$ cat config.mk
export PLATFORM = sky130hd
export DESIGN_NAME = r5p_ls_writeback
export DESIGN_NICKNAME = d
export VERILOG_FILES = /design/src/riscv_isa_pkg.sv /design/src/r5p_ls_writeback.sv
export VERILOG_INCLUDE_DIRS = /design/src
export SDC_FILE = /design/constraint.sdc
export NUM_CORES = 1
export LEC_CHECK = 0
export CORE_AREA = 2 2 39 41
export CTS_CLUSTER_DIAMETER = 120
export DETAILED_ROUTE_END_ITERATION = 10
export DIE_AREA = 0 0 41 43
export DONT_BUFFER_PORTS = 1
export PLACE_DENSITY = 0.47
export SYNTH_ARGS = -nofsm -noshare
export SYNTH_HDL_FRONTEND = slang
export SYNTH_SLANG_ARGS = --single-unit
$ cat constraint.sdc
create_clock -name clk -period 1.99 [get_ports clk]
set_input_delay 0.398 -clock clk [delete_from_list [all_inputs] [get_ports clk]]
set_output_delay 0.398 -clock clk [all_outputs]
set_load 0.01 [all_outputs]
$ cat src/r5p_consts.svh
// shared sizes for the rv32 load/store path
// XLEN is fixed at 32, so no rv64 widths exist anywhere
// memory depth counts 32-bit words and must be a power of two
`ifndef R5P_CONSTS_SVH
`define R5P_CONSTS_SVH

//////////////////////////////
// core widths
//////////////////////////////

// register and data width
`define R5P_XLEN 32

// bus address width, byte addressed
`define R5P_AW 32

//////////////////////////////
// data memory
//////////////////////////////

`define R5P_MEM_WORDS 256

`endif

$ cat src/riscv_isa_pkg.sv
// rv32 encodings needed by the load/store path only
// funct3 values of loads and stores overlap, as in the ISA, so they are
// plain constants and not an enum
`default_nettype none

package riscv_isa_pkg;

  //////////////////////////////
  // major opcode
  //////////////////////////////

  // anything that is not a load or store collapses to OTHER
  typedef enum logic [6:0] {
    OTHER = 7'b000_0000,
    LOAD  = 7'b000_0011,
    STORE = 7'b010_0011
  } opc_t;

  //////////////////////////////
  // funct3 for loads and stores
  //////////////////////////////

  typedef logic [2:0] lsu_f3_t;

  // loads
  localparam lsu_f3_t LB  = 3'b000;
  localparam lsu_f3_t LH  = 3'b001;
  localparam lsu_f3_t LW  = 3'b010;
  localparam lsu_f3_t LBU = 3'b100;
  localparam lsu_f3_t LHU = 3'b101;

  // stores
  localparam lsu_f3_t SB  = 3'b000;
  localparam lsu_f3_t SH  = 3'b001;
  localparam lsu_f3_t SW  = 3'b010;

  //////////////////////////////
  // instruction word
  //////////////////////////////

  // same 32 bits, decoded as I-type for loads and S-type for stores
  typedef union packed {
    struct packed {
      logic [11:0] imm;
      logic [4:0]  rs1;
      lsu_f3_t     f3;
      logic [4:0]  rd;
      logic [6:0]  opc;
    } itype;
    struct packed {
      logic [6:0]  imm_hi;
      logic [4:0]  rs2;
      logic [4:0]  rs1;
      lsu_f3_t     f3;
      logic [4:0]  imm_lo;
      logic [6:0]  opc;
    } stype;
  } ins_t;

endpackage

`default_nettype wire

$ cat src/r5p_ls_writeback.sv
// writeback of load results and misalignment traps
// both appear exactly one cycle after the instruction is consumed
// stores and other opcodes produce nothing here
`default_nettype none
`include "r5p_consts.svh"

module r5p_ls_writeback (
  input  logic                 clk,
  input  logic                 rst,
  input  logic                 ins_vld,
  input  logic                 rdy,
  input  logic                 ls_rtr,
  input  logic                 mal,
  input  riscv_isa_pkg::opc_t  ctl_opc,
  input  logic [4:0]           ctl_rd,
  input  logic [`R5P_XLEN-1:0] rdt,
  output logic                 wb_vld,
  output logic                 wb_trap,
  output logic [4:0]           wb_rd,
  output logic [`R5P_XLEN-1:0] wb_dat
);

  logic mem_op;
  logic trap_nxt;

  assign mem_op = (ctl_opc == riscv_isa_pkg::LOAD) || (ctl_opc == riscv_isa_pkg::STORE);

  // memory op consumed while misaligned
  assign trap_nxt = ins_vld & rdy & mem_op & mal;

  // pending load and trap flags
  always_ff @(posedge clk or posedge rst) begin
    if (rst) begin
      wb_vld  <= 1'b0;
      wb_trap <= 1'b0;
    end else begin
      wb_vld  <= ls_rtr;
      wb_trap <= trap_nxt;
    end
  end

  // destination captured with the read transfer
  always_ff @(posedge clk) begin
    if (ls_rtr) begin
      wb_rd <= ctl_rd;
    end
  end

  // extended data is already aligned by the lsu, zero when idle
  assign wb_dat = wb_vld ? rdt : '0;

endmodule

`default_nettype wire

Yosys cells after proc, flatten, opt, wreduce, memory -nomap -nowiden
Cells that the tools add are included.
{"block": "word_totals", "reg_bits": 7, "output_inout_bits": 39, "word_cells": 10, "inputBits": 50}
{"block": "op_classes", "reduce_logical": 1, "muxes": 1, "n_eq_ne": 2, "bitwise": 3}
{"op": "$mux 32", "count": 1}
{"op": "$eq 7x2->1 const B", "count": 1}
{"op": "$eq 7x6->1 const B", "count": 1}
{"op": "$and 1x1->1", "count": 3}
{"op": "$logic_or 1x1->1", "count": 1}

Logic depth before layout (Yosys ltp)
{"block": "depth", "ltp_word": 4, "mapped_depth": 2, "ltp_nobuf": 2}

Least setup slack after synthesis
No wires, ideal clock.
{"block": "synth_path", "path_type": "input to register", "start": "in ctl_opc[2]", "end": "reg wb_trap", "t_arrival_ns": 1.156, "path_stages": 2, "setup_time_ns": 0.095, "path_buffers": 0, "path_slack_ns": 0.739, "cell_sequence": "or4b_1 -> nor4b_2"}
{"block": "synth_between", "elab_chain_len": 4, "word_cells_on_any_way": 5, "cone_classes": "eq/ne: 2; bitwise: 2; reduce/logical: 1"}
{"element": "from (decl)", "line_no": "r5p_ls_writeback.sv:14", "rtl": "input riscv_isa_pkg::opc_t ctl_opc,"}
{"element": "$eq 7x2->1 / $eq 7x6->1 (equally long branches)", "line_no": "r5p_ls_writeback.sv:26", "rtl": "assign mem_op = (ctl_opc == riscv_isa_pkg::LOAD) || (ctl_opc == riscv_isa_pkg::STORE);"}
{"element": "$logic_or 1x1->1 (*)", "line_no": "r5p_ls_writeback.sv:26"}
{"element": "$and 1x1->1 (*) (2 in a row)", "line_no": "r5p_ls_writeback.sv:29", "rtl": "assign trap_nxt = ins_vld & rdy & mem_op & mal;"}
{"element": "named net trap_nxt", "line_no": "r5p_ls_writeback.sv:24", "rtl": "logic trap_nxt;"}
{"element": "to (signal assigned)", "line_no": "r5p_ls_writeback.sv:38", "rtl": "wb_trap <= trap_nxt;"}
{"element": "to (decl)", "line_no": "r5p_ls_writeback.sv:18", "rtl": "output logic wb_trap,"}
The timed path passes the listed nets; every way through them passes the cells marked *.
A chain may end at the register's enable or synchronous reset.

Final worst setup path
{"block": "layout_path", "start": "reg wb_vld", "end": "out wb_dat[27]"}
{"block": "layout_between", "elab_chain_len": 1}
{"element": "from (decl)", "line_no": "r5p_ls_writeback.sv:17", "rtl": "output logic wb_vld,"}
{"element": "from (signal assigned)", "line_no": "r5p_ls_writeback.sv:37", "rtl": "wb_vld <= ls_rtr;"}
{"element": "$mux 32", "line_no": "r5p_ls_writeback.sv:50", "rtl": "assign wb_dat = wb_vld ? rdt : '0;"}
{"element": "to (decl)", "line_no": "r5p_ls_writeback.sv:20", "rtl": "output logic [`R5P_XLEN-1:0] wb_dat"}
No other way between the ends.

==> metrics.log <==
INFO  metric critPathMaxFanout = 33
INFO  metric yosys_warnings = 0
INFO  metric seqCellArea = roughly 200 µm²
INFO  metric start_util = 0.322
INFO  metric area_grow_syn2layout = 10.1%
INFO  metric detail_route.iter0.violations = 3
INFO  metric clock-sinks = 7
INFO  metric synth_area = ~450 µm²
INFO  metric chain_of_cells_forming_the_critical_path = and2_1
INFO  metric drt-pass1-iter-count = 2
INFO  metric hold_violations = 0
INFO  metric syn-num-nets = 96
INFO  metric die-height = about 43 µm
INFO  metric critPathCapture = wb_dat[27]
INFO  metric timing.final.crit_share = 0.859
INFO  metric io_pins = just under 90
INFO  metric route.detailed.drc = 0
INFO  metric cts-hold-fix-buffers = 1
INFO  metric globalRouteOverflowTotal = 0
INFO  metric h-tree-depth = 1
INFO  metric critical_path_class = flip-flop to primary output
INFO  metric p_total = about 0.35 mW
INFO  metric num_antenna_cells = 0
INFO  metric filler_cells_inserted = 142
INFO  metric grt_max_degree = 34
INFO  metric post_synthesis_sequential_element_count = 7
INFO  metric grt_first_pass_wirelength = 1.15 mm
INFO  metric die_w = around 41 µm
INFO  metric outcome = finished clean
INFO  metric synth.distinct_cells = 8
INFO  metric fp_rows = 14
INFO  metric max_freq = 585 MHz
INFO  metric syn_avg_cell_area = between 9 and 10 µm²
INFO  metric vias = 347
INFO  metric synth_largest_type_area_fraction = 0.449
INFO  metric worst_path_largest_cell_delay = ~0.77 ns
INFO  metric post-cts-setup-buffer-count = 0
INFO  metric critical_path_s_slowest_cell = dfrtp_1
INFO  metric vias_per_cell = 5.42
INFO  metric multi_input_comb_area = 230 µm²
INFO  metric design.final.nets = 99
INFO  metric cts_buffer_depth = 2
INFO  metric worst-endpoint-arrival = ~1.3 ns
INFO  metric mostFrequentLayoutCells = and2_1, edfxtp_1, clkbuf_4
INFO  metric place_area = 454 µm²
INFO  metric finish.instance_area = 490 µm²
INFO  metric maxCapViolCount = 0
INFO  metric synth_top_cells_by_area = and2_1, edfxtp_1, dfrtp_1
INFO  metric routed_wl = 1.07 mm
INFO  metric seq_area_frac_synth = 0.449
INFO  metric setup_total_negative_slack = 0 ns
INFO  metric number_of_global_route_vias_before_repair = about 270
INFO  metric critical-path-top-delay-family = flip-flops
INFO  metric grt_setup_unrepaired = false
INFO  metric power.density = 718 nW/µm²
INFO  metric syn-instance-count = 46
INFO  metric cts.reportedPaths.clkPinSlew = 0.05 ns
INFO  metric overall_fraction_of_global_route_tracks_in_use = 0.0986
INFO  metric number_of_gates_resized_after_cts = 0
INFO  metric worstPathBufferInverterCount = 0
INFO  metric fin_worst_hold_slack = 0.182 ns
INFO  metric worst-endpoint-required = 1.59 ns
INFO  metric detail_route.wl_per_cell = roughly 17 µm
INFO  metric antenna_found_initial = 0
INFO  metric startpoint = wb_vld$_DFF_PP0_
INFO  metric detail-route-antenna-nets = 0
INFO  metric layout.cells.most_common = and2_1
INFO  metric worst-path-stages = 1
INFO  metric final_max_slew_viol_count = 0
INFO  metric end_kind = primary output
INFO  metric holdCritPathClass = input port to flip-flop
INFO  metric vdd_ir_drop_max = about 0.45 mV
INFO  metric root_buffer = clkbuf_4
INFO  metric core = about 1400 µm²
INFO  metric final-setup-viol-count = 0
INFO  metric tritoncts_clock_tree = done
INFO  metric buffer_ports.inserted = 0
INFO  metric max_slew.worst_pin.slew = a little under 0.7 ns
INFO  metric die-area = between 1500 and 2000 µm²
INFO  metric slew_headroom = 0.551
INFO  metric synth_largest_area_cell = and2_1
INFO  metric fin_crit = roughly 1.7 ns
INFO  metric worstSetupStartpointType = flip-flop
INFO  metric post_route_cells_drive_above_1_share = 0.0833
INFO  metric tritoncts.num_buffers = 3
INFO  metric power.static_leakage = ~0.19 nW
INFO  metric gp_congestion = around 0.6
==> power by group <==
| part | switching [mW] | leakage, nW | internal (mW) |
|---|---|---|---|
| Clock | 0.0444 | 0.0150 | 0.0760 |
| Sequential | 0.0136 | 0.0746 | 0.168 |
| Combinational | 0.0308 | 0.0995 | 0.0193 |
==> synth_stat cells (all sizes together) <==
library cell	n
edfxtp	5
nand3	1
dfrtp	2
nor4b	1
inv	1
clkbuf	3
or4b	1
and2	32
==> layer usage <==
metal | up-vias | track usage | share of wire
met1 | 150 | 0.0803 | 0.31
li1 | 149 | - | -
met2 | 48 | 0.175 | 0.53
met4 | 0 | 0.0800 | 0
met3 | 0 | 0.0262 | 0.16
met5 | - | 0 | 0
==> layout make-up <==
cell class	instances	share of cell area
Sequential cell	7	0.408
Timing Repair Buffer	1	0.0204
Tap cell	16	0.0408
Multi-Input combinational cell	35	0.469
Inverter	1	0.00765
Clock buffer	4	0.0536
==> per-stage QoR <==
step           setup slack, ns   util  instances
2_1_floorplan            0.739      -         46
6_report                 0.281  0.354         64
3_5_place_dp             0.498  0.328         59
4_1_cts                  0.228  0.354         64
5_1_grt                  0.120  0.354         64
3_3_place_gp             0.603  0.328         59
==> flip-flops by register name, indices dropped and copies added, names as in the netlist <==
signal,flops
wb_vld,1
wb_trap,1
wb_rd,5
==> how the worst min path moves through the flow <==
stage	startpoint	to	slack, ns	cells after the start
after floorplan	rst	wb_trap$_DFF_PP0_	0.14	1
after global placement	rst	wb_trap$_DFF_PP0_	0.14	1
after detailed placement	rst	wb_vld$_DFF_PP0_	0.15	1
after CTS	ls_rtr	wb_vld$_DFF_PP0_	0.17	0
after global routing	ls_rtr	wb_vld$_DFF_PP0_	0.17	0
final	ls_rtr	wb_vld$_DFF_PP0_	0.18	0
==> cells by family (layout without fill, tap and decap cells) <==
logic type             Yosys count  after routing  share of synthesized area
buffers and inverters            4              6                     0.0337
DFF                              7              7                      0.449
and+or+nand+nor                 35             35                      0.517
No activity file was read; power rests on OpenSTA's default activity.
