===== config.mk =====
export PLATFORM = sky130hd
export DESIGN_NAME = r5p_ls_decoder
export DESIGN_NICKNAME = d
export VERILOG_FILES = /design/src/riscv_isa_pkg.sv /design/src/r5p_ctl_pkg.sv /design/src/r5p_ls_decoder.sv
export VERILOG_INCLUDE_DIRS = /design/src
export SDC_FILE = /design/constraint.sdc
export NUM_CORES = 1
export LEC_CHECK = 0
export ABC_AREA = 1
export BUFFER_PORTS_ARGS = -buffer_cell sky130_fd_sc_hd__buf_2
export CORE_AREA = 3 3 94 96
export DETAILED_ROUTE_END_ITERATION = 8
export DIE_AREA = 0 0 97 99
export GPL_TIMING_DRIVEN = 0
export PLACE_DENSITY = 0.67
export SYNTH_ARGS = -nofsm -noshare
export SYNTH_HDL_FRONTEND = slang
export SYNTH_SLANG_ARGS = --single-unit

===== constraint.sdc =====
create_clock -name vclk -period 4.77
set_clock_uncertainty 0.15 [all_clocks]
set_input_delay 0.477 -clock vclk [all_inputs]
set_output_delay 0.477 -clock vclk [all_outputs]
set_load 0.01 [all_outputs]

===== src/r5p_consts.svh =====
// shared sizes for the rv32 load/store path
// XLEN is fixed at 32, so no rv64 widths exist anywhere
// memory depth counts 32-bit words and must be a power of two
`ifndef R5P_CONSTS_SVH
`define R5P_CONSTS_SVH

//////////////////////////////
// core widths
//////////////////////////////

// register and data width
`define R5P_XLEN 32

// bus address width, byte addressed
`define R5P_AW 32

//////////////////////////////
// data memory
//////////////////////////////

`define R5P_MEM_WORDS 256

`endif


===== src/riscv_isa_pkg.sv =====
// rv32 encodings needed by the load/store path only
// funct3 values of loads and stores overlap, as in the ISA, so they are
// plain constants and not an enum
`default_nettype none

package riscv_isa_pkg;

  //////////////////////////////
  // major opcode
  //////////////////////////////

  // anything that is not a load or store collapses to OTHER
  typedef enum logic [6:0] {
    OTHER = 7'b000_0000,
    LOAD  = 7'b000_0011,
    STORE = 7'b010_0011
  } opc_t;

  //////////////////////////////
  // funct3 for loads and stores
  //////////////////////////////

  typedef logic [2:0] lsu_f3_t;

  // loads
  localparam lsu_f3_t LB  = 3'b000;
  localparam lsu_f3_t LH  = 3'b001;
  localparam lsu_f3_t LW  = 3'b010;
  localparam lsu_f3_t LBU = 3'b100;
  localparam lsu_f3_t LHU = 3'b101;

  // stores
  localparam lsu_f3_t SB  = 3'b000;
  localparam lsu_f3_t SH  = 3'b001;
  localparam lsu_f3_t SW  = 3'b010;

  //////////////////////////////
  // instruction word
  //////////////////////////////

  // same 32 bits, decoded as I-type for loads and S-type for stores
  typedef union packed {
    struct packed {
      logic [11:0] imm;
      logic [4:0]  rs1;
      lsu_f3_t     f3;
      logic [4:0]  rd;
      logic [6:0]  opc;
    } itype;
    struct packed {
      logic [6:0]  imm_hi;
      logic [4:0]  rs2;
      logic [4:0]  rs1;
      lsu_f3_t     f3;
      logic [4:0]  imm_lo;
      logic [6:0]  opc;
    } stype;
  } ins_t;

endpackage

`default_nettype wire


===== src/r5p_ctl_pkg.sv =====
// decoded control of one load/store instruction
// rd only carries meaning for loads
`default_nettype none

package r5p_ctl_pkg;

  //////////////////////////////
  // decoder to lsu control
  //////////////////////////////

  typedef struct packed {
    // major opcode, already reduced to LOAD/STORE/OTHER
    riscv_isa_pkg::opc_t    opc;
    // store when set
    logic                   we;
    // access size and sign
    riscv_isa_pkg::lsu_f3_t f3;
    // load destination
    logic [4:0]             rd;
  } ctl_t;

endpackage

`default_nettype wire


===== src/r5p_ls_decoder.sv =====
// combinational load/store decoder
// effective address is rs1 plus the sign-extended I or S immediate
// non load/store opcodes give OTHER with a zero immediate
`default_nettype none
`include "r5p_consts.svh"

module r5p_ls_decoder (
  input  riscv_isa_pkg::ins_t    ins,
  input  logic [`R5P_XLEN-1:0]   rs1_val,
  input  logic [`R5P_XLEN-1:0]   rs2_val,
  output riscv_isa_pkg::opc_t    ctl_opc,
  output logic                   ctl_we,
  output riscv_isa_pkg::lsu_f3_t ctl_f3,
  output logic [4:0]             ctl_rd,
  output logic [`R5P_XLEN-1:0]   adr,
  output logic [`R5P_XLEN-1:0]   wdt
);

  r5p_ctl_pkg::ctl_t    ctl;
  logic [11:0]          imm;
  logic [`R5P_XLEN-1:0] imm_sx;

  //////////////////////////////
  // opcode and immediate select
  //////////////////////////////

  always_comb begin
    // defaults cover every non memory opcode
    ctl.opc = riscv_isa_pkg::OTHER;
    ctl.we  = 1'b0;
    // funct3 sits at the same bits in both views
    ctl.f3  = ins.itype.f3;
    ctl.rd  = 5'd0;
    imm     = 12'd0;
    case (ins.itype.opc)
      riscv_isa_pkg::LOAD: begin
        ctl.opc = riscv_isa_pkg::LOAD;
        ctl.rd  = ins.itype.rd;
        imm     = ins.itype.imm;
      end
      riscv_isa_pkg::STORE: begin
        ctl.opc = riscv_isa_pkg::STORE;
        ctl.we  = 1'b1;
        // S-type splits the immediate around rs1/rs2
        imm     = {ins.stype.imm_hi, ins.stype.imm_lo};
      end
      default: begin
        ctl.opc = riscv_isa_pkg::OTHER;
      end
    endcase
  end

  // sign extend to register width
  assign imm_sx = {{(`R5P_XLEN-12){imm[11]}}, imm};

  //////////////////////////////
  // outputs
  //////////////////////////////

  assign adr = rs1_val + imm_sx;

  // store data goes out unshifted, the lsu places it
  assign wdt = rs2_val;

  assign ctl_opc = ctl.opc;
  assign ctl_we  = ctl.we;
  assign ctl_f3  = ctl.f3;
  assign ctl_rd  = ctl.rd;

endmodule

`default_nettype wire


# Word-level counts from Yosys, hierarchy flattened
# Cells that the tools add are included.
classes:
  n_lt_le_gt_ge: 0
  addsub: 1
  n_mux: 4
  eq_ne: 2
  n_mul: 0
  bitwise_logic: 0
  n_div: 0
  shift: 0
  n_reduce_logical: 0
op_table:
  columns: ["op", "n"]
  rows:
  - ["32-bit adder", 1]
  - ["12-bit one-hot mux with 2 select lines", 1]
  - ["6-bit one-hot mux with 2 select lines", 1]
  - ["7-bit by 2-bit == test with 1-bit output, second input constant", 1]
  - ["7-bit by 6-bit == test with 1-bit output, second input constant", 1]
  - ["5-bit two-way mux", 1]
  - ["1-bit two-way mux", 1]
totals:
  register_bits: 0
  mem_bits_ro: 0
  wordCells: 7
  input_bits: 96
  out_inout_bits: 80
  latch_bits: 0
  ramBits: 0
  n_memories: 0

# Longest topological paths before layout
# Gate-level depths: netlist of the first run.
depth:
  ltp_word: 3
  ltp_mapped: 18
  mapped_depth_nobuf: 18

# Least setup slack after synthesis of the first run
# Ideal clock, no wire load.
synth_timing:
  path_type: "input to output"
  from: "in ins[3] (netlist name)"
  to: "out adr[16]"
  cell_stages: 12
  arrival_time_ps: 2880
  required_ps: 4143
  path_slack_ps: 1263
  path_buffers: 0
  path_cell_list: "or2_1 -> nor2_2 -> nand2_2 -> nor2_1 -> ha_1 -> nand2_1 -> inv_1 -> a21oi_1 -> nor2_1 -> nor2_1 -> nand2_1 -> xor2_1"
synth_between:
  elab_chain_cells: 3
  elab_cells_between_ends: 4
  classes_between: "add/sub: 1; eq/ne: 2; mux: 1"
synth_lines:
  columns: ["element", "line_no", "text"]
  rows:
  - ["start, declared", "r5p_ls_decoder.sv:8", "input riscv_isa_pkg::ins_t ins,"]
  - ["7-bit by 6-bit == test with 1-bit output / 7-bit by 2-bit == test with 1-bit output (equally long branches)", "r5p_ls_decoder.sv:35", "case (ins.itype.opc)"]
  - ["12-bit one-hot mux with 2 select lines (*)", "r5p_ls_decoder.sv:35", null]
  - ["32-bit adder (*)", "r5p_ls_decoder.sv:60", "assign adr = rs1_val + imm_sx;"]
  - ["end, declared", "r5p_ls_decoder.sv:15", "output logic [`R5P_XLEN-1:0] adr,"]
# Mark *: on every way between the ends. The rest lies on a longest branch, timed or not.

# Worst setup path after layout of the first run
layout_timing:
  from: "in ins[3] (netlist name)"
  to: "out adr[21]"
# Same word-level chain as after synthesis.

==> key figures, run 1 <==
Finish
  • Seq_cells: 0
  • Reg area: 0 µm²
  • Synthesis-to-finish area growth: 28.5%
  • Fin util: 44.6%
  • Clock Buffer Count: 0
  • Layout cells sized above 1: between 20% and 30%
  • Multi-input gate area: 2020 µm²
  • Diode count: 0
  • Nets@finish: 849
  • Layout fillers: 931

Critical path
  • Worst EP required: between 4 and 5 ns
  • Startpoint class of the critical path: input pin
  • Critical path class: input pin to output port
  • Buf+Inv Stages, Crit Path: 4
  • Worst setup EP type: output port
  • Crit path top cell by count: nand2_1
  • Delay-heaviest family, CP: simple AND/OR/NAND/NOR gates
  • Maximum net fanout on the critical path: 21
  • Biggest cell delay along the critical path: 0.74 ns
  • Critical-path cell list: buf_2 -> or2_1 -> nor2_2 -> nand2_2 -> nor2_2 -> ha_1 -> nand2_1 -> inv_1 -> nand2_1 -> inv_1 -> a21oi_1 -> nand2_1 -> nand2_1 -> nand2_1 -> nand2_1 -> nand2_1 -> buf_2
  • Crit. Startpoint: ins[3]
  • Crit path arrival time: 3.29 ns
  • Worst path slowest cell: nor2_2

Yosys
  • Top-count cell post-synth: nand2_1
  • Top cells by area, synth: nand2_1, inv_1, ha_1
  • Synth warn: 0
  • Share of the synthesized area in the top cell type: 31.8%
  • Yosys top cell by area: nand2_1
  • Gate Count Post-Synth: 584
  • Seq/Total Area, Yosys: 0%
  • Yosys cell types: 22
  • Cell Area, Synth: 2830 µm²
  • Top cells by count, synth: nand2_1, inv_1, nor2_1
  • Average cell area after synthesis: 4.84 µm²

Global routing
  • Gr ovfl total: 0
  • Maximum number of pins on one net before global-route repair: 22
  • GRT Total Usage: 16.6%
  • First-pass GRT wire length: 13.8 mm
  • Initial antenna violation count: 0
  • Vias in the first global route: 3205

Floorplanning
  • Initial Utilization: a little over a third
  • Die H: 99 µm
  • Ports: 176
  • Rows: 33
  • Die area: 9600 µm²
  • Die Wd: 97 µm
  • Core area: 8130 µm²

Routing
  • Wirelength per Cell: a little over 10 µm
  • Routed Antenna Nets: 0
  • DR iter-0 viols: 168
  • DR vias: 3556
  • First-pass detailed-route iteration total: 4
  • Drt via density: 4.32
  • Post-Route WL: approximately 8.5 mm
  • Residual DRC: 0

STA
  • Final setup fails: 0
  • RSZ-0062 raised after global routing: false
  • Min cycle time layout: 3.91 ns
  • Max frequency: roughly 0.26 GHz
  • Fin. Hold Viols: 0
  • Worst slew pin tran: 0.911 ns
  • Final worst slack: ~0.86 ns
  • Headroom to the max-slew limit: 39.2%
  • Final Cycle Share: 82.0%
  • Max-slew violations: 0
  • Setup tns final: 0 ns

Run
  • Max-Cap Viols: 0

Clock network
  • Cts hold-fix bufs: 0
  • Setup Fix Bufs, Post-CTS: 0
  • CTS-repair resized insts: 0

Power and ir drop
  • Power Density: slightly above 50 nW/µm²
  • VDD IR max: 0.0155 mV
  • Leak: approximately 0.0027 µW

Placed design
  • Pre-CTS WS: ~0.42 ns
  • I/O Buffers: about 130
  • Gpl congestion: 0.897
  • Detailed placement HPWL: 7.69 mm

Hold path
  • Hold Path Class: input pin to output port
  • Critical hold path startpoint: rs2_val[1]

Run status
  • Status: finished clean
## worst paths after layout
| check | cells past startpoint | slack (ns) | to |
|---|---|---|---|
| setup / recovery | 17 | 0.86 | adr[21] |
| hold / removal | 2 | 0.99 | wdt[1] |
## metal layers
layer | GRT usage [%] | wire length [µm] | vias to the layer above
li1 | - | - | 1961
met1 | 20.9 | 3800 | 1495
met2 | 31.4 | 4140 | 96
met3 | 1.84 | 492 | 4
met4 | 1.51 | 76 | 0
met5 | 0 | 0 | -
## area by class of cell
cell class	instances	area share, %
plain buffers	41	8.58
multi-input cells	412	55.8
repair buffers	132	18.2
well taps	105	3.62
inverters	134	13.9
## report_power, final
group / switching (µW) / internal, µW / leakage [µW]
sequential: 0 / 0 / 0
clock: 0 / 0 / 0
combinational: 101 / 87.2 / 0.00269
total: 101 / 87.2 / 0.00269
## metrics by stage
step	hold slack (ns)	total power [µW]	instance area, µm²	instances
4_1_cts	0.988	189	3630	824
5_1_grt	0.990	209	3630	824
3_3_place_gp	0.989	186	3630	824
6_report	0.987	188	3630	824
2_1_floorplan	0.896	114	2840	587
3_5_place_dp	0.988	188	3630	824
## logic make-up (layout without fill, tap and decap cells)
logic type                 after synthesis  after routing  share of synthesized area [%]
other                                    1              4                          0.133
buffers and inverters                  175            307                           28.8
and+or+nand+nor                        332            332                           46.3
xor gates and xnor gates                15             15                           4.65
adders and majority gates               32             32                           14.4
AOI/OAI and AO/OA                       29             29                           5.62
## cell usage in the layout, fill, tap and decap left out, types with 14 or more instances in the layout
master and n:
ha_1 31, nand3_1 27, nor2_1 51, nand2_1 239, inv_1 134, a21oi_1 20, buf_4 40, xor2_1 14
buf_2 132
No activity file was read; power rests on OpenSTA's default activity.
==> run 2, diff against run 1 <==
==> constraint.sdc (replaced) <==
create_clock -name vclk -period 3.7
set_clock_uncertainty 0.15 [all_clocks]
set_input_delay 0.37 -clock vclk [all_inputs]
set_output_delay 0.37 -clock vclk [all_outputs]
set_load 0.01 [all_outputs]
==> key figures, run 2 (synthesis gave the netlist of run 1 again) <==
Routing
  • DR vias: around 3600
  • Residual DRC: 0
  • Wirelength per Cell: slightly above 10 µm
  • DR iter-0 viols: 150
  • Post-Route WL: 8.53 mm
  • First-pass detailed-route iteration total: 4
  • Drt via density: ~4.3
  • Routed Antenna Nets: 0

Finish
  • Fin cells: approximately 820
  • Commonest cells after routing, fill and taps aside: nand2_1, inv_1, buf_2
  • Clock Buffer Count: 0
  • Reg area: 0 µm²
  • Layout fillers: around 930
  • Multi-input gate area: 2040 µm²
  • Layout cells sized above 1: 25.2%
  • Most common cell after layout, fill and taps aside: nand2_1
  • Seq_cells: 0
  • Design area: 3650 µm²
  • Diode count: 0
  • Fin util: 44.9%
  • Nets@finish: about 850
  • Synthesis-to-finish area growth: 29.2%

Critical path
  • Maximum net fanout on the critical path: 10
  • Critical path class: input pin to output port
  • Crit path arrival time: 2.93 ns
  • Worst setup EP type: output port
  • Startpoint class of the critical path: input pin
  • Crit. Startpoint: ins[3]
  • Worst EP required: around 3.2 ns

Floorplanning
  • Core area: 8130 µm²
  • Die Wd: 97 µm
  • Die area: 9600 µm²
  • Initial Utilization: 34.7%
  • Rows: 33
  • Ports: 176
  • Die H: 99 µm

Power and ir drop
  • VDD IR max: about 0.020 mV
  • Pwr Total: 243 µW
  • Power Density: about 67 nW/µm²
  • Leak: around 0.0027 µW

Placed design
  • I/O Buffers: approximately 130
  • Detailed placement HPWL: roughly 7.7 mm
  • Dpl cells: 824
  • Placed cell area: 3630 µm²
  • Gpl congestion: 0.897
  • Pre-CTS WS: -0.436 ns

STA
  • Headroom to the max-slew limit: 65.1%
  • Worst slew pin tran: 0.522 ns
  • Min cycle time layout: 3.45 ns
  • Fin. Hold Viols: 0
  • RSZ-0062 raised after global routing: false
  • Max frequency: around 0.29 GHz
  • Final worst slack: 0.248 ns
  • Final Cycle Share: 93.3%
  • Max-slew violations: 0
  • Final setup fails: 0

Global routing
  • Vias in the first global route: 3205
  • Gr ovfl total: 0
  • First-pass GRT wire length: 13.8 mm
  • GRT Total Usage: between 15 and 20%
  • Maximum number of pins on one net before global-route repair: 22
  • Initial antenna violation count: 0

Run status
  • Status: finished clean

Hold path
  • Hold Path Class: input pin to output port
  • Critical hold path startpoint: rs2_val[1]

Run
  • Max-Cap Viols: 0
[run 2: cell counts in the layout (fill, tap and decap cells not counted)]
Identical to the previous run, type by type.
[run 2: path summary, 6_finish.rpt]
path	endpoint	slack, ns	cells past startpoint
setup / recovery	adr[20]	0.25	20
hold / removal	wdt[1]	0.77	2
[run 2: power breakdown]
group	internal, µW	switching, µW
Combinational	113	130
Clock	0	0
Sequential	0	0
[run 2: critical path, stage by stage]
cell and delay, ns:
buf_2 0.09, or2_1 0.23, nor2_2 0.15, nand2_4 0.12, or2_1 0.24, buf_6 0.14
o22ai_1 0.11, ha_2 0.23, fa_2 0.27, nand3_1 0.09, nand3_1 0.14, nand2_1 0.08
nand2_2 0.12, nand2_1 0.06, nand2_1 0.12, nand2_1 0.09, nand2_1 0.06, nand2_1 0.04
nand2_1 0.05, buf_2 0.12
[run 2: per-layer routing]
layer  vias up  global-route usage, %  part of all wire (%)
met5         -                      0                     0
met4         0                   1.51                  0.83
met3         4                   1.84                   5.0
met2        86                   31.4                    50
met1      1522                   20.9                    45
li1       1958                      -                     -
[run 2: layout make-up]
| cell class | count | share of cell area [%] |
|---|---|---|
| plain buffers | 41 | 8.53 |
| well taps | 105 | 3.60 |
| repair buffers | 132 | 18.1 |
| inverters | 134 | 13.8 |
| multi-input cells | 412 | 56.0 |
[run 2: what timing repair did]
item	CTS	global route
hold buffers	0	0
hold endpoints to repair	0	0
endpoints found under the setup margin	20	20
cloned	0	0
setup buffers	0	0
resized for setup	1	6
[run 2: per-stage QoR]
stage,setup TNS [ns],hold WS [ns]
after global routing,0,0.776
after CTS,0,0.774
after global placement,-4.60,0.775
after floorplan,0,0.682
after detailed placement,-6.78,0.774
final,0,0.773
==> run 3, diff against run 2 <==
--- a/config.mk
+++ b/config.mk
@@ -7,7 +7,7 @@
 export NUM_CORES = 1
 export LEC_CHECK = 0
 export ABC_AREA = 1
-export BUFFER_PORTS_ARGS = -buffer_cell sky130_fd_sc_hd__buf_2
+export BUFFER_PORTS_ARGS = -buffer_cell sky130_fd_sc_hd__buf_4
 export CORE_AREA = 3 3 94 96
 export DETAILED_ROUTE_END_ITERATION = 8
 export DIE_AREA = 0 0 97 99
==> key figures, run 3 (synthesis gave the netlist of run 1 again) <==
Global routing
  • Initial antenna violation count: 0
  • Gr ovfl total: 0
  • GRT Total Usage: 17.0%
  • First-pass GRT wire length: around 14 mm
  • Maximum number of pins on one net before global-route repair: 22
  • Vias in the first global route: roughly 3200

Placed design
  • Gpl congestion: 0.854
  • Detailed placement HPWL: 7.89 mm
  • I/O Buffers: 132

Floorplanning
  • Die Wd: 97 µm
  • Ports: 176
  • Die H: 99 µm
  • Die area: 9600 µm²
  • Rows: 33
  • Initial Utilization: 34.7%
  • Core area: between 8000 and 9000 µm²

Critical path
  • Critical path class: input pin to output port
  • Crit path top cell by count: nand2_1
  • Critical-path cell list: buf_4 -> or2_1 -> nor2_2 -> nand2_4 -> or2_1 -> buf_6 -> o22ai_1 -> ha_2 -> fa_2 -> nand3_1 -> nand3_1 -> nand2_1 -> nand2_2 -> nand2_1 -> nand2_1 -> nand2_1 -> nand2_1 -> nand2_1 -> nand2_1 -> buf_4
  • Startpoint class of the critical path: input pin
  • Buf+Inv Stages, Crit Path: 3
  • Worst setup EP type: output port
  • Delay-heaviest family, CP: simple AND/OR/NAND/NOR gates
  • Worst EP required: 3.18 ns
  • Biggest cell delay along the critical path: between 0.2 and 0.3 ns
  • Crit path arrival time: 2.92 ns
  • Worst path slowest cell: or2_1
  • Maximum net fanout on the critical path: 11

STA
  • Max frequency: 0.291 GHz
  • Min cycle time layout: 3.44 ns
  • Final Cycle Share: 93.0%
  • Final setup fails: 0
  • Setup tns final: 0 ns
  • RSZ-0062 raised after global routing: false
  • Fin. Hold Viols: 0
  • Max-slew violations: 0
  • Final Hold Slack: 0.766 ns

Clock network
  • Cts hold-fix bufs: 0

Routing
  • First-pass detailed-route iteration total: 4
  • Routed Antenna Nets: 0
  • Residual DRC: 0
  • DR vias: 3574
  • DR iter-0 viols: 151
  • Post-Route WL: 8.91 mm
  • Wirelength per Cell: 10.8 µm
  • Drt via density: around 4.3

Run status
  • Status: finished clean

Hold path
  • Hold depth: 2
  • Critical hold path startpoint: rs2_val[6]
  • Hold Path Class: input pin to output port
  • Worst Hold Endpoint: wdt[6]

Power and ir drop
  • VDD IR max: 0.0264 mV
  • Leak: 0.00282 µW
  • Power Density: 71.3 nW/µm²

Finish
  • Seq_cells: 0
  • Nets@finish: roughly 850
  • Synthesis-to-finish area growth: 41.7%
  • Most common cell after layout, fill and taps aside: nand2_1
  • Layout cells sized above 1: 25.5%
  • Commonest cells after routing, fill and taps aside: nand2_1, buf_4, inv_1
  • Clock Buffer Count: 0
  • Diode count: 0
  • Layout fillers: 882
  • Reg area: 0 µm²

Run
  • Max-Cap Viols: 0
## run 3: cell count changes in the layout (fill, tap and decap cells not counted), sizes merged
cell	before	now
buf	173	175
nor2	53	54
## run 3: routing by layer
| layer | part of all wire [%] | global-route usage (%) |
|---|---|---|
| met1 | 46 | 22.4 |
| met2 | 48 | 31.7 |
| met3 | 5.5 | 1.42 |
| met4 | 0.62 | 0.972 |
| met5 | 0 | 0 |
## run 3: worst max path at each step
stage / startpoint / end / slack (ns) / cells past startpoint
6_report: ins[3] / adr[28] / 0.26 / 20
4_1_cts: ins[3] / adr[28] / 0.09 / 20
3_3_place_gp: ins[3] / adr[30] / -0.37 / 17
2_1_floorplan: ins[3] / adr[16] / 0.41 / 12
3_5_place_dp: ins[3] / adr[21] / -0.46 / 17
5_1_grt: ins[3] / adr[28] / 0.02 / 20
## run 3: metrics by stage
stage | instance area [µm²] | total power [µW] | setup slack (ns) | util (%) | std cells
after floorplan | 2840 | 147 | 0.407 | - | 587
after global placement | 3960 | 281 | -0.370 | 48.7 | 824
after detailed placement | 3960 | 284 | -0.460 | 48.7 | 824
after CTS | 3970 | 285 | 0.0911 | 48.8 | 824
after global routing | 4000 | 314 | 0.0246 | 49.2 | 827
final | 4000 | 285 | 0.258 | 49.2 | 827
## run 3: report_power, final
group	internal (µW)	switching, µW	total (µW)
Combinational	151	134	285
Clock	0	0	0
Sequential	0	0	0
Total	151	134	285
## run 3: layout make-up
type | instances | area (µm²) | area share [%]
repair buffers | 134 | 1010 | 25.1
inverters | 134 | 503 | 12.6
well taps | 105 | 131 | 3.28
plain buffers | 41 | 312 | 7.78
multi-input cells | 413 | 2050 | 51.2
## run 3: repair_timing
action | 4_1_cts | 5_1_grt
setup buffers | 0 | 2
pin swaps | 0 | 1
cloned | 0 | 1
endpoints found under the setup margin | 20 | 12
gates resized for setup | 2 | 5
