`src/r5p_consts.svh`:
```
// shared sizes for the rv32 load/store path
// XLEN is fixed at 32, so no rv64 widths exist anywhere
// memory depth counts 32-bit words and must be a power of two
`ifndef R5P_CONSTS_SVH
`define R5P_CONSTS_SVH

//////////////////////////////
// core widths
//////////////////////////////

// register and data width
`define R5P_XLEN 32

// bus address width, byte addressed
`define R5P_AW 32

//////////////////////////////
// data memory
//////////////////////////////

`define R5P_MEM_WORDS 256

`endif

```
`src/riscv_isa_pkg.sv`:
```
// rv32 encodings needed by the load/store path only
// funct3 values of loads and stores overlap, as in the ISA, so they are
// plain constants and not an enum
`default_nettype none

package riscv_isa_pkg;

  //////////////////////////////
  // major opcode
  //////////////////////////////

  // anything that is not a load or store collapses to OTHER
  typedef enum logic [6:0] {
    OTHER = 7'b000_0000,
    LOAD  = 7'b000_0011,
    STORE = 7'b010_0011
  } opc_t;

  //////////////////////////////
  // funct3 for loads and stores
  //////////////////////////////

  typedef logic [2:0] lsu_f3_t;

  // loads
  localparam lsu_f3_t LB  = 3'b000;
  localparam lsu_f3_t LH  = 3'b001;
  localparam lsu_f3_t LW  = 3'b010;
  localparam lsu_f3_t LBU = 3'b100;
  localparam lsu_f3_t LHU = 3'b101;

  // stores
  localparam lsu_f3_t SB  = 3'b000;
  localparam lsu_f3_t SH  = 3'b001;
  localparam lsu_f3_t SW  = 3'b010;

  //////////////////////////////
  // instruction word
  //////////////////////////////

  // same 32 bits, decoded as I-type for loads and S-type for stores
  typedef union packed {
    struct packed {
      logic [11:0] imm;
      logic [4:0]  rs1;
      lsu_f3_t     f3;
      logic [4:0]  rd;
      logic [6:0]  opc;
    } itype;
    struct packed {
      logic [6:0]  imm_hi;
      logic [4:0]  rs2;
      logic [4:0]  rs1;
      lsu_f3_t     f3;
      logic [4:0]  imm_lo;
      logic [6:0]  opc;
    } stype;
  } ins_t;

endpackage

`default_nettype wire

```
`src/r5p_lsu.sv`:
```
// load/store unit, rv32 only, misaligned accesses trap and never reach the bus
// request is held by the core until rdy, bus request until ls_rdy
// read data is expected one cycle after a read transfer
`default_nettype none
`include "r5p_consts.svh"

module r5p_lsu (
  input  logic                   clk,
  input  logic                   rst,
  input  logic                   ins_vld,
  input  riscv_isa_pkg::opc_t    ctl_opc,
  input  logic                   ctl_we,
  input  riscv_isa_pkg::lsu_f3_t ctl_f3,
  input  logic [`R5P_XLEN-1:0]   adr,
  input  logic [`R5P_XLEN-1:0]   wdt,
  output logic [`R5P_XLEN-1:0]   rdt,
  output logic                   mal,
  output logic                   rdy,
  output logic                   ls_rtr,
  output logic                   ls_vld,
  output logic                   ls_wen,
  output logic [`R5P_AW-1:0]     ls_adr,
  output logic [3:0]             ls_ben,
  output logic [31:0]            ls_wdt,
  input  logic [31:0]            ls_rdt,
  input  logic                   ls_rdy
);

  logic                   mem_op;
  logic                   mal_raw;
  logic                   ls_req;
  logic [1:0]             off;
  logic [1:0]             ral;
  riscv_isa_pkg::lsu_f3_t rf3;

  //////////////////////////////
  // request and handshake
  //////////////////////////////

  assign mem_op = (ctl_opc == riscv_isa_pkg::LOAD) || (ctl_opc == riscv_isa_pkg::STORE);
  assign off    = adr[1:0];

  // only aligned memory ops go to the bus
  assign ls_req = mem_op & ~mal;
  assign ls_vld = ins_vld & ls_req;
  assign ls_wen = ctl_we;
  assign ls_adr = {adr[`R5P_AW-1:2], 2'b00};

  assign ls_rtr = ls_vld & ls_rdy & ~ls_wen;

  // bus ops wait for the memory, everything else goes in one cycle
  assign rdy = ~ls_req | ls_rdy;

  //////////////////////////////
  // misalignment
  //////////////////////////////

  always_comb begin
    if (ctl_we) begin
      case (ctl_f3)
        riscv_isa_pkg::SB: mal_raw = 1'b0;
        riscv_isa_pkg::SH: mal_raw = off[0];
        riscv_isa_pkg::SW: mal_raw = |off;
        // SD and friends are illegal on rv32
        default:           mal_raw = 1'b1;
      endcase
    end else begin
      case (ctl_f3)
        riscv_isa_pkg::LB, riscv_isa_pkg::LBU: mal_raw = 1'b0;
        riscv_isa_pkg::LH, riscv_isa_pkg::LHU: mal_raw = off[0];
        riscv_isa_pkg::LW:                     mal_raw = |off;
        // LD, LWU, LDU trap as well
        default:                               mal_raw = 1'b1;
      endcase
    end
  end

  // non memory opcodes never trap
  assign mal = mem_op & mal_raw;

  //////////////////////////////
  // byte enables and write data
  //////////////////////////////

  always_comb begin
    if (ctl_we) begin
      case (ctl_f3)
        riscv_isa_pkg::SB: ls_ben = 4'b0001 << off;
        riscv_isa_pkg::SH: ls_ben = 4'b0011 << off;
        riscv_isa_pkg::SW: ls_ben = 4'b1111 << off;
        default:           ls_ben = 4'b0000;
      endcase
    end else begin
      // reads fetch the whole word
      ls_ben = 4'b1111;
    end
  end

  // mask to access size, then move to the addressed lane
  always_comb begin
    case (ctl_f3)
      riscv_isa_pkg::SB: ls_wdt = (wdt & 32'h0000_00ff) << (8 * off);
      riscv_isa_pkg::SH: ls_wdt = (wdt & 32'h0000_ffff) << (8 * off);
      riscv_isa_pkg::SW: ls_wdt = wdt;
      default:           ls_wdt = wdt;
    endcase
  end

  //////////////////////////////
  // read data path
  //////////////////////////////

  // lane offset and size kept for the data returned next cycle
  always_ff @(posedge clk or posedge rst) begin
    if (rst) begin
      ral <= 2'd0;
      rf3 <= riscv_isa_pkg::LW;
    end else if (ls_rtr) begin
      ral <= off;
      rf3 <= ctl_f3;
    end
  end

  always_comb begin : blk_rdt
    logic [31:0] tmp;
    tmp = ls_rdt >> (8 * ral);
    case (rf3)
      riscv_isa_pkg::LB:  rdt = {{(`R5P_XLEN-8){tmp[7]}}, tmp[7:0]};
      riscv_isa_pkg::LH:  rdt = {{(`R5P_XLEN-16){tmp[15]}}, tmp[15:0]};
      riscv_isa_pkg::LBU: rdt = {{(`R5P_XLEN-8){1'b0}}, tmp[7:0]};
      riscv_isa_pkg::LHU: rdt = {{(`R5P_XLEN-16){1'b0}}, tmp[15:0]};
      // LW, and anything else passes the word
      default:            rdt = tmp;
    endcase
  end

endmodule

`default_nettype wire

```
`config.mk`:
```
export PLATFORM = sky130hd
export DESIGN_NAME = r5p_lsu
export DESIGN_NICKNAME = d
export VERILOG_FILES = /design/src/riscv_isa_pkg.sv /design/src/r5p_lsu.sv
export VERILOG_INCLUDE_DIRS = /design/src
export SDC_FILE = /design/constraint.sdc
export NUM_CORES = 1
export LEC_CHECK = 0
export ABC_AREA = 0
export BUFFER_PORTS_ARGS = -buffer_cell sky130_fd_sc_hd__buf_2
export CAP_MARGIN = 10
export CELL_PAD_IN_SITES_DETAIL_PLACEMENT = 0
export CELL_PAD_IN_SITES_GLOBAL_PLACEMENT = 1
export CORE_MARGIN = 2
export CORE_UTILIZATION = 22
export DETAILED_ROUTE_END_ITERATION = 16
export MAX_ROUTING_LAYER = met4
export PLACE_DENSITY = 0.91
export SKIP_CTS_REPAIR_TIMING = 1
export SYNTH_ARGS = -nofsm -noshare
export SYNTH_HDL_FRONTEND = slang
export SYNTH_SLANG_ARGS = --single-unit
```
`constraint.sdc`:
```
create_clock -name clk -period 4.05 [get_ports clk]
set_clock_uncertainty 0.1 [all_clocks]
set_input_delay 0.405 -clock clk [delete_from_list [all_inputs] [get_ports clk]]
set_output_delay 0.405 -clock clk [all_outputs]
set_load 0.02 [all_outputs]
```
; ---- After elaboration in Yosys (flattened, before gate mapping)
; Cells that the tools add are included.
[word_totals]
n_memories = 0
latchBits = 0
output_inout_bits = 105
ram_bits = 0
romBits = 0
ff_bits = 5
[classes]
n_mul = 0
n_eq_ne = 9
n_reduce_logical = 6
n_div = 0
magnitude_cmp = 0
add_sub_neg = 0
n_mux = 7
shift = 6
bitwise = 9
[ops]
columns = cell, n
row1 = $pmux 32 s4, 1
row2 = $pmux 32 s2, 1
row3 = $shl 16x5->32, 1
row4 = $shl 8x5->32, 1
row5 = $shr 32x5->32, 1
row6 = $eq 3x3->1 const B, 4
row7 = $pmux 4 s3, 1
row8 = $eq 7x2->1 const B, 1
row9 = $eq 7x6->1 const B, 1
row10 = $eq 3x1->1 const B, 2
row11 = $logic_not 3->1, 2
row12 = $pmux 1 s3, 2
row13 = $reduce_or 2->1, 3
row14 = $and 1x1->1, 5
row15 = $mux 4, 1
row16 = $shl 1x2->4 const A, 1
row17 = $shl 2x2->4 const A, 1
row18 = $shl 4x2->4 const A, 1
row19 = $eq 3x2->1 const B, 1
row20 = $not 1->1, 3
row21 = $logic_or 1x1->1, 1
row22 = $mux 1, 1
row23 = $or 1x1->1, 1

; ---- Depth between registers and ports, before layout
; Gate-level depths: netlist (run 1).
[logic_depth]
word_depth = 10
ltp_mapped = 6
ltp_nobuf = 3

; ---- Worst setup path before layout (run 1)
; Ideal clock, no wire load.
[synth_timing]
path_kind = reg2out
from = reg ral[1]
to = out rdt[15]
slack_ns = 1.589
stages_incl_launch_ff = 5
path_buffers = 1
arrival_ns = 1.956
path_cell_list = dfrtp_1 -> clkbuf_1 -> mux4_2 -> a21boi_1 -> nor2_1
[synth_between]
elab_chain_cells = 2
[synth_rtl]
columns = item, line
row1 = start: declaration, r5p_lsu.sv:33  ; logic [1:0] ral;
row2 = start signal: assignment, r5p_lsu.sv:116  ; ral <= 2'd0;
row3 = start signal: assignment, r5p_lsu.sv:119  ; ral <= off;
row4 = $shr 32x5->32, r5p_lsu.sv:126  ; tmp = ls_rdt >> (8 * ral);
row5 = $pmux 32 s4, r5p_lsu.sv:127  ; case (rf3)
row6 = end: declaration, r5p_lsu.sv:16  ; output logic [`R5P_XLEN-1:0] rdt,
; No other way between the ends.

; ---- Worst setup path in the final report (run 1)
[layout_timing]
from = reg ral[1]
to = out rdt[26]
; Same word-level chain as after synthesis.

==> summary.md, run 1 <==
| Metric | Value |
|---|---|
| HP Class | reg2reg |
| Final WL | 6930 um |
| Maximum number of pins on one net before global-route repair | 34 |
| Pleak | 0.00119 uW |
| Clock transition at path regs | 0.03 ns |
| Hold depth | 1 |
| First-pass GRT wire length | 10,300 um |
| Root buf cell | clkbuf_8 |
| Power Total | 418 uW |
| Power per cell area | 168 nW/um2 |
| CTS tree | yes |
| Crit path launch type | flop |
| CTS max path bufs | 2 |
| Top cell type's share of synthesized area | 13.4% |
| DRT Pass-1 Iters | 4 |
| Worst slew pin tran | 1.08 ns |
| Fraction of registers with async set/reset | 100% |
| Io pins | 216 |
| Status | completed |
| Grt total ovfl | 0 |
| Final worst slack | 0.923 ns |
| Die Wd | 95.8 um |
| Commonest cells post-synth | nand2_1 (35), o21ai_0 (34), buf_4 (33) |
| Vias | 2,434 |
| Hold Violations, Final | 0 |
| Area growth syn-to-layout | 34.6% |
| Sequential-to-total area share from yosys stat | 6.82% |
| Worst reg2reg path depth | 1 |
| Final setup fails | 0 |
| Reg2reg end | ral[1] |
| EDFF count, synth | 0 |
| Rel. slew slack | 28.3% |
| Main flop type after synthesis | dfrtp_1 |
| Yosys warning count | 0 |
| Number of fillers in the final layout | 925 |
| Synth cell types | 41 |
| Worst EP arrival | 2.62 ns |
| Wire length per cell | 14.0 um |
| Via-per-instance ratio | 4.92 |
| GPL Wtd Cong | 0.731 |
| Multi-input gate area | 1380 um2 |
| DP Cell Count | 490 |
| Post-Syn Area | 1850 um2 |
| Die height | 95.8 um |
| Hold endpoint | rf3[2] |
| Hold slack | 0.460 ns |
| FMAX | 0.320 GHz |
| Share of layout cells above drive strength 1 | 45.6% |
| Gr usage total | 14.1% |
| DP Worst Slack | 1.13 ns |
| Starting Density | 22.7% |
| Mean Syn Cell Area | 6.55 um2 |
| Cell row count | 33 |
| Synth top area cells | buf_4 (13%), o21ai_0 (9.2%), mux2i_1 (8.6%), nor2b_1 (8.1%), a21oi_1 (7.8%) |
| Area leader, netlist | buf_4 |
| R2r setup slk | 2.87 ns |
| Max H-tree Level | 1 |
| WS Path Type | reg2out |
| Min-delay src | rf3[2] |
| Core area | 8180 um2 |
| RSZ-0062 raised after global routing | no |
| CTS sink cnt | 5 |
| CP required | 3.54 ns |
| Vias in the first global route | 2,172 |
| Clk_lat worst skew | 0.22 ns |
| Nets | 502 |
| Worst ir drop on vdd | 0.0000724 V |
| Residual DRC | 0 |
| Antenna Diode Count | 0 |
| Register area | 126 um2 |
| Initial antenna violation count | 0 |
| Endpoint type of the worst setup path | primary output |
| Cell with the most instances after synthesis | nand2_1 |
| Fin crit share | 77.2% |
| Slew Viols, Final | 0 |
| CTS Buf Count | 3 |
| Max-cap viol count | 0 |
| Non-filler instance count after layout | 495 |
| ANT nets after route | 0 |
| Initial DRC Count | 80 |
| FF+latch count, synth | 5 |
| Worst r2r src | ral[1] |
| Die area | 9180 um2 |
| Worst-path fanout max | 17 |
| # port buffers | 152 |
| Min Tclk post-route | 3.13 ns |
| Mapped Cells | 283 |
| Setup TNS | 0 ns |
| DP HPWL | 5490 um |
-- critical path, cell delays in order (launching register included) --
cell and delay, ns:
dfrtp_1 0.72, mux2_2 0.42, o2bb2ai_1 0.84, o21ai_0 0.20, buf_2 0.21
-- placed cells by master, fill, tap and decap left out, types with 4 or more instances in the layout --
cell      netlist  final
o21ai_0        34     34
a22oi_1         8      8
nand2_1        35     35
o22ai_1         8      8
or2_2           8      8
dfrtp_1         4      4
mux2i_1        16     16
and2_1          8      8
buf_4          33      4
mux2_2          6      6
nor2_1          7      7
nor2b_1        24     24
a21oi_1        29     29
a211oi_1        8      8
buf_2           1    152
-- per-stage QoR --
step | util (%) | area (um2)
after floorplan | - | 1860
after global placement | 29.9 | 2440
after detailed placement | 29.9 | 2440
after CTS | 30.4 | 2490
after global routing | 30.5 | 2500
final | 30.5 | 2500
-- metal layers --
metal / global-route usage, % / vias to the layer above / wire (um)
met5: - / - / 0
met1: 17.5 / 1108 / 2820
met3: 1.64 / 14 / 522
met2: 24.5 / 136 / 3450
li1: - / 1176 / -
met4: 3.57 / 0 / 139
-- kinds of logic (layout without fill, tap and decap cells) --
group / Yosys count / count (layout) / synth area share [%]
buffers and inverters: 58 / 164 / 18.9
AND/OR/NAND/NOR: 97 / 97 / 28.1
XOR/XNOR: 1 / 1 / 0.472
multiplexers: 23 / 23 / 13.5
flip-flops: 5 / 5 / 6.82
AO/OA/AOI/OAI: 98 / 98 / 32.1
other: 1 / 2 / 0.202
-- cell type report --
| cell class | count | area share [%] |
|---|---|---|
| Timing Repair Buffer | 157 | 32.1 |
| Tap cell | 105 | 5.26 |
| Clock buffer | 4 | 1.80 |
| Sequential cell | 5 | 5.06 |
| Multi-Input combinational cell | 221 | 55.3 |
| Inverter | 3 | 0.451 |
-- worst max path at each step --
stage | to | startpoint
floorplan | rdt[15] | ral[1]
global placement | rdt[29] | ral[1]
detailed placement | rdt[29] | ral[1]
CTS | rdt[29] | ral[1]
global route | rdt[29] | ral[1]
finish | rdt[26] | ral[1]
-- flip-flops by register name, indices dropped and copies added (netlist names) --
name  cells
rf3       3
ral       2
-- report_power, final --
group	total [uW]	switching, uW	internal [uW]
clock network	94.0	26.3	67.7
logic	270	165	105
registers	54.3	2.92	51.4
total	418	194	224
(Power assumes the default switching activity.)
==> run 2, diff against run 1 <==
Settings changed: CORE_UTILIZATION 22 to 18, PLACE_DENSITY 0.91 to 0.8.
Clock period 4.05 ns to 2.67 ns, I/O delays scaled along.
==> run 2 against run 1 <==
Effect of this change: the run now fails in detailed routing; synthesized area is the same; synthesized cell count is the same; global-route usage shrank 2.0 points.
==> summary.md, run 2 <==
| Metric | Value |
|---|---|
| Status | stopped before the end |
| Failing step | detailed routing |
| Err | [ERROR DRT-0255] Maze Route cannot find path of net adr[14] in worker of routeBox ( 96600 0 ) ( 105495 48300 ). |
| Starting Density | 18.3% |
| FF+latch count, synth | 5 |
| Initial antenna violation count | 0 |
| Gr usage total | 12.1% |
| Main flop type after synthesis | dfrtp_1 |
| CTS Buf Count | 3 |
| Grt total ovfl | 0 |
| Root buf cell | clkbuf_8 |
| Cell with the most instances after synthesis | nand2_1 |
| CTS max path bufs | 2 |
| Sequential-to-total area share from yosys stat | 6.82% |
| DP Area | 2520 um2 |
| DP HPWL | 5540 um |
| Yosys warning count | 0 |
| Synth top area cells | buf_4 (13%), o21ai_0 (9.2%), mux2i_1 (8.6%), nor2b_1 (8.1%), a21oi_1 (7.8%) |
| Area leader, netlist | buf_4 |
| DP Worst Slack | 0.440 ns |
| Top cell type's share of synthesized area | 13.4% |
| Cell row count | 37 |
| CTS sink cnt | 5 |
| Synth cell types | 41 |
| Maximum number of pins on one net before global-route repair | 33 |
| EDFF count, synth | 0 |
| Vias in the first global route | 2,342 |
| Io pins | 216 |
| Die Wd | 105 um |
| GPL Wtd Cong | 0.812 |
| # port buffers | 152 |
| Fraction of registers with async set/reset | 100% |
| Die height | 105 um |
| First-pass GRT wire length | 11,000 um |
| Mean Syn Cell Area | 6.55 um2 |
| Max H-tree Level | 1 |
| Commonest cells post-synth | nand2_1 (35), o21ai_0 (34), buf_4 (33) |
| Post-Syn Area | 1850 um2 |
| Mapped Cells | 283 |
==> run 2: cell counts after synthesis <==
Identical to the previous run, type by type.
==> run 2: cell families after synthesis <==
logic type                count (synthesis)  synth area share, %
AOI/OAI and AO/OA                        98                 32.1
xor gates and xnor gates                  1                0.472
buffers and inverters                    58                 18.9
DFF                                       5                 6.82
muxes                                    23                 13.5
other                                     1                0.202
and+or+nand+nor                          97                 28.1
==> run 2: per-stage QoR <==
stage / hold slack (ns) / instances / utilization [%]
after floorplan: -0.0552 / 284 / -
after global placement: 0.0599 / 526 / 24.8
after detailed placement: 0.0678 / 526 / 24.8
after CTS: -0.168 / 530 / 25.3
after global routing: 0.328 / 531 / 25.4
==> run 2: per-layer routing <==
layer,GRT usage [%]
met4,4.61
met1,13.9
met5,-
met3,1.73
met2,21.4
==> run 3, diff against run 2 <==
Settings changed: CELL_PAD_IN_SITES_DETAIL_PLACEMENT 0 to unset, CELL_PAD_IN_SITES_GLOBAL_PLACEMENT 1 to unset, CORE_UTILIZATION 18 to 20, MAX_ROUTING_LAYER met4 to unset, PLACE_DENSITY 0.8 to unset, PLACE_DENSITY_LB_ADDON set to 0.15.
Clock period 2.67 ns to 3.45 ns, I/O delays scaled along.
==> run 3 against run 2 <==
Effect of this change: the run now ends clean; global-route usage is 1.2 points higher.
==> summary.md, run 3 (synthesized netlist as in run 1, its figures left out) <==
| Metric | Value |
|---|---|
| Die Wd | 100 um |
| Via-per-instance ratio | 4.73 |
| Min-delay src | ctl_f3[0] |
| Most common cell after layout, fill and taps aside | buf_2 |
| CTS max path bufs | 2 |
| DP HPWL | 5480 um |
| FMAX | 0.396 GHz |
| Min Tclk post-route | 2.52 ns |
| Vias in the first global route | 2,196 |
| Slowest cell on crit path | or4_4 |
| Final setup fails | 0 |
| Most frequent cells in the layout | buf_2 (152), nand2_1 (35), o21ai_0 (34), a21oi_1 (29), nor2b_1 (24) |
| Worst r2r src | ral[0] |
| Worst ir drop on vdd | 0.0000872 V |
| CTS Buf Count | 3 |
| Wire length per cell | 14.2 um |
| Starting Density | 20.4% |
| WS Path Type | in2out |
| Maximum number of pins on one net before global-route repair | 38 |
| Biggest register | rf3 |
| Max-cap viol count | 0 |
| Pleak | 0.00120 uW |
| ANT nets after route | 0 |
| WP buf/inv | 2 |
| CP max stage delay | 0.62 ns |
| Antenna Diode Count | 0 |
| Fin crit share | 73.2% |
| GPL Wtd Cong | 0.726 |
| Area growth syn-to-layout | 36.2% |
| First-pass GRT wire length | 11,100 um |
| Initial DRC Count | 58 |
| Hold depth | 2 |
| Largest register FFs | 3 |
| # port buffers | 152 |
| CP delay by family, top | simple AND/OR/NAND/NOR gates |
| Slew Viols, Final | 0 |
| Grt total ovfl | 0 |
| Hold slack | 0.412 ns |
| Core area | 9110 um2 |
| Root buf cell | clkbuf_8 |
| RSZ-0062 raised after global routing | no |
| Hold Violations, Final | 0 |
| Setup TNS | 0 ns |
| Vias | 2,383 |
| Hold endpoint | rf3[0] |
| Power per cell area | 193 nW/um2 |
| Die height | 100 um |
| Largest regs | rf3: 3 flops, ral: 2 flops |
| DRT Pass-1 Iters | 4 |
| Worst slew pin tran | 0.881 ns |
| Worst EP arrival | 2.08 ns |
| Clock transition at path regs | 0.03 ns |
| Residual DRC | 0 |
| Die area | 10,100 um2 |
| Number of fillers in the final layout | 1,031 |
| Max H-tree Level | 1 |
| Nets | 505 |
| Most used cell along the critical path | buf_2 |
| Endpoint type of the worst setup path | primary output |
| Share of layout cells above drive strength 1 | 46.1% |
| Final WL | 7130 um |
| Rel. slew slack | 41.1% |
| DP Cell Count | 499 |
| HP Class | in2reg |
| Cell row count | 35 |
| Crit path launch type | input pin |
| Worst reg2reg path depth | 2 |
| Non-filler instance count after layout | 504 |
| R2r setup slk | 2.28 ns |
| Status | completed |
| CTS sink cnt | 5 |
| CTS tree | yes |
| Io pins | 216 |
| Crit-path cells | buf_2, or4_4, a2111oi_4, buf_2 |
| Initial antenna violation count | 0 |
| Gr usage total | 13.3% |
| CP required | 3.00 ns |
| Reg2reg end | ral[0] |
| Worst-path fanout max | 33 |
| Clk_lat worst skew | 0.22 ns |
run 3: final cells by class:
type	count	area (um2)	share of cell area, %
multi-input combinational	221	1380	54.7
timing repair buffer	160	823	32.6
tap	111	139	5.50
sequential	5	126	5.00
clock buffer	4	45.0	1.78
inverter	3	11.3	0.446
run 3: worst max path at each step:
stage | end | startpoint | cells after the start | slack (ns)
2_1_floorplan | rdt[15] | ral[1] | 4 | 1.05
3_3_place_gp | ls_rtr | adr[0] | 4 | 0.89
3_5_place_dp | ls_rtr | adr[0] | 4 | 0.90
4_1_cts | ls_rtr | adr[0] | 4 | 0.90
5_1_grt | rdt[12] | ral[0] | 5 | 0.79
6_report | ls_rtr | adr[0] | 4 | 0.93
run 3: layer usage:
layer / global-route usage (%) / vias to the layer above / wire length (um)
li1: - / 1189 / -
met1: 16.7 / 1092 / 2970
met2: 24.0 / 94 / 3640
met3: 2.51 / 8 / 470
met4: 1.90 / 0 / 46
met5: 0 / - / 0
run 3: report_power, final:
part,internal (uW),switching (uW),leakage (uW)
logic,125,196,0.00111
registers,60.4,1.24,0.0000660
clock network,79.1,26.6,0.0000228
total,264,223,0.00120
run 3: through the flow:
stage | utilization, % | total power (uW) | worst slack [ns] | area [um2]
global route | 27.7 | 528 | 0.793 | 2530
floorplan | - | 312 | 1.05 | 1860
detailed placement | 27.1 | 383 | 0.905 | 2470
global placement | 27.1 | 383 | 0.893 | 2470
finish | 27.7 | 488 | 0.926 | 2530
CTS | 27.6 | 494 | 0.904 | 2520
==> run 4, diff against run 3 <==
Settings changed: ABC_AREA 0 to 1.
Clock period 3.45 ns to 2.1 ns, I/O delays scaled along.
==> run 4 against run 3 <==
Effect of this change: combinational power is 83% higher; critical endpoint is now rdt[19]; largest power group unchanged; final cell count is 14% higher; register-to-register slack worse by 1.2 ns.
==> summary.md, run 4 <==
| Metric | Value |
|---|---|
| Starting Density | 20.6% |
| CP Launch Point | ral[0] |
| CP max stage delay | 0.40 ns |
| Share of layout cells above drive strength 1 | 40.3% |
| FMAX | 0.506 GHz |
| Worst EP arrival | 1.67 ns |
| Final worst slack | 0.123 ns |
| Core area | 9200 um2 |
| Slowest cell on crit path | dfrtp_1 |
| CP delay by family, top | buffers and inverters |
| Reg power frac | 11.9% |
| Mapped Cells | 346 |
| Biggest register | rf3 |
| Die height | 101 um |
| Initial DRC Count | 68 |
| Gr usage total | 13.8% |
| Area growth syn-to-layout | 39.9% |
| Hold Violations, Final | 0 |
| P_int | 448 uW |
| Nets | 578 |
| First-pass GRT wire length | 11,600 um |
| Clk_lat worst skew | 0.22 ns |
| Vias | 2,675 |
| Post-Syn Area | 1890 um2 |
| Fin crit share | 94.1% |
| Slew Viols, Final | 0 |
| Switching power | 423 uW |
| Synth top area cells | nand2_1 (17%), buf_4 (15%), o21ai_0 (11%), inv_1 (6.9%), dfrtp_1 (5.3%) |
| DP Worst Slack | 0.199 ns |
| Area leader, netlist | nand2_1 |
| FF+latch count, synth | 5 |
| Commonest cells post-synth | nand2_1 (88), o21ai_0 (43), buf_4 (39) |
| Pleak | 0.00150 uW |
| Top cell type's share of synthesized area | 17.4% |
| Worst r2r src | ral[0] |
| Switching Share | 48.5% |
| Max H-tree Level | 1 |
| Fraction of registers with async set/reset | 100% |
| Residual DRC | 0 |
| Number of fillers in the final layout | 1,081 |
| Via-per-instance ratio | 4.64 |
| Clock network fraction of design power | 20.7% |
| Worst slew pin tran | 0.499 ns |
| Cell row count | 35 |
| Root buf cell | clkbuf_8 |
| Cell with the most instances after synthesis | nand2_1 |
| HP Class | in2reg |
| Yosys warning count | 0 |
| Fin util | 28.8% |
| Grt total ovfl | 0 |
| Status | completed |
| Mean Syn Cell Area | 5.47 um2 |
| Final setup fails | 0 |
| Vias in the first global route | 2,495 |
| Min-delay src | ctl_f3[1] |
| Min Tclk post-route | 1.98 ns |
| Synth cell types | 32 |
| Max-cap viol count | 0 |
| GPL Wtd Cong | 0.838 |
| Worst ir drop on vdd | 0.000125 V |
| DP HPWL | 6010 um |
| Final WL | 7540 um |
| Hold endpoint | rf3[1] |
| Rel. slew slack | 66.6% |
| Crit path launch type | flop |
| Die Wd | 101 um |
| Largest regs | rf3: 3 flops, ral: 2 flops |
| Worst-path fanout max | 20 |
| R2r setup slk | 1.06 ns |
| Main flop type after synthesis | dfrtp_1 |
| Endpoint type of the worst setup path | primary output |
| Maximum number of pins on one net before global-route repair | 25 |
| Design Area, Final | 2650 um2 |
| Die area | 10,300 um2 |
| Hold depth | 3 |
| Most common cell after layout, fill and taps aside | buf_2 |
| Antenna Diode Count | 0 |
| CTS max path bufs | 2 |
| Reg2reg end | ral[0] |
| Crit-path cells | buf_6, buf_4, nand2_1, o21ai_0, o311ai_1, buf_2 |
| Power per cell area | 329 nW/um2 |
| ANT nets after route | 0 |
| Sequential-to-total area share from yosys stat | 6.68% |
| CTS Buf Count | 3 |
| CTS sink cnt | 5 |
| Power Total | 871 uW |
| DRT Pass-1 Iters | 4 |
| Io pins | 216 |
| WP buf/inv | 3 |
| Most frequent cells in the layout | buf_2 (151), nand2_1 (88), o21ai_0 (41), inv_1 (35), nor2_1 (24) |
| WS Path Type | reg2out |
| EDFF count, synth | 0 |
| CTS tree | yes |
| DP Area | 2530 um2 |
| Worst reg2reg path depth | 4 |
| Initial antenna violation count | 1 |
| CP required | 1.79 ns |
| Largest register FFs | 3 |
| Clock transition at path regs | 0.04 ns |
| RSZ-0062 raised after global routing | no |
| Wire length per cell | 13.1 um |
| Share of total power in combinational logic | 67.4% |
| # port buffers | 152 |
-- run 4: how the worst max path moves through the flow --
stage,end,slack (ns),cells past startpoint
final,rdt[19],0.12,6
after global routing,rdt[13],0.001,7
after floorplan,rdt[17],0.17,5
after CTS,rdt[21],-0.05,6
after global placement,rdt[21],0.23,6
after detailed placement,rdt[21],0.20,6
-- run 4: metal layers --
metal  track usage (%)  wire [um]  up-vias
met5                 0         11        -
met4              3.01        100        2
met3              2.97        589       14
met2              24.5       3560      123
met1              17.0       3280     1170
li1                  -          -     1366
-- run 4: worst reg2reg max path, cell delays in order (launching register included) --
cell and delay [ns]:
dfrtp_1 0.40, buf_6 0.15, buf_4 0.16, nand2_1 0.07, nand2_1 0.05
-- run 4: kinds of logic after synthesis --
logic type | synth area share (%)
DFF | 6.68
buffers and inverters | 25.9
other | 0.198
AOI/OAI and AO/OA | 32.5
and+or+nand+nor | 34.8
-- run 4: power by group through the flow --
stage	clock, uW	combinational, uW	sequential (uW)
floorplan	0	446	102
global placement	0	578	103
detailed placement	0	578	104
CTS	187	580	102
global route	201	647	104
finish	180	587	103
-- run 4: cell type report --
cell class / count / area [um2] / share of cell area, %
sequential: 5 / 126 / 4.77
inverter: 38 / 145 / 5.48
multi-input combinational: 253 / 1310 / 49.6
clock buffer: 4 / 45.0 / 1.70
timing repair buffer: 166 / 878 / 33.2
tap: 111 / 139 / 5.25
-- run 4: through the flow --
| step | setup TNS, ns | hold WS (ns) | instances |
|---|---|---|---|
| global route | 0 | 0.184 | 577 |
| CTS | -0.0900 | -0.209 | 573 |
| finish | 0 | 0.166 | 577 |
| floorplan | 0 | -0.112 | 347 |
| detailed placement | 0 | 0.0312 | 569 |
| global placement | 0 | 0.0312 | 569 |
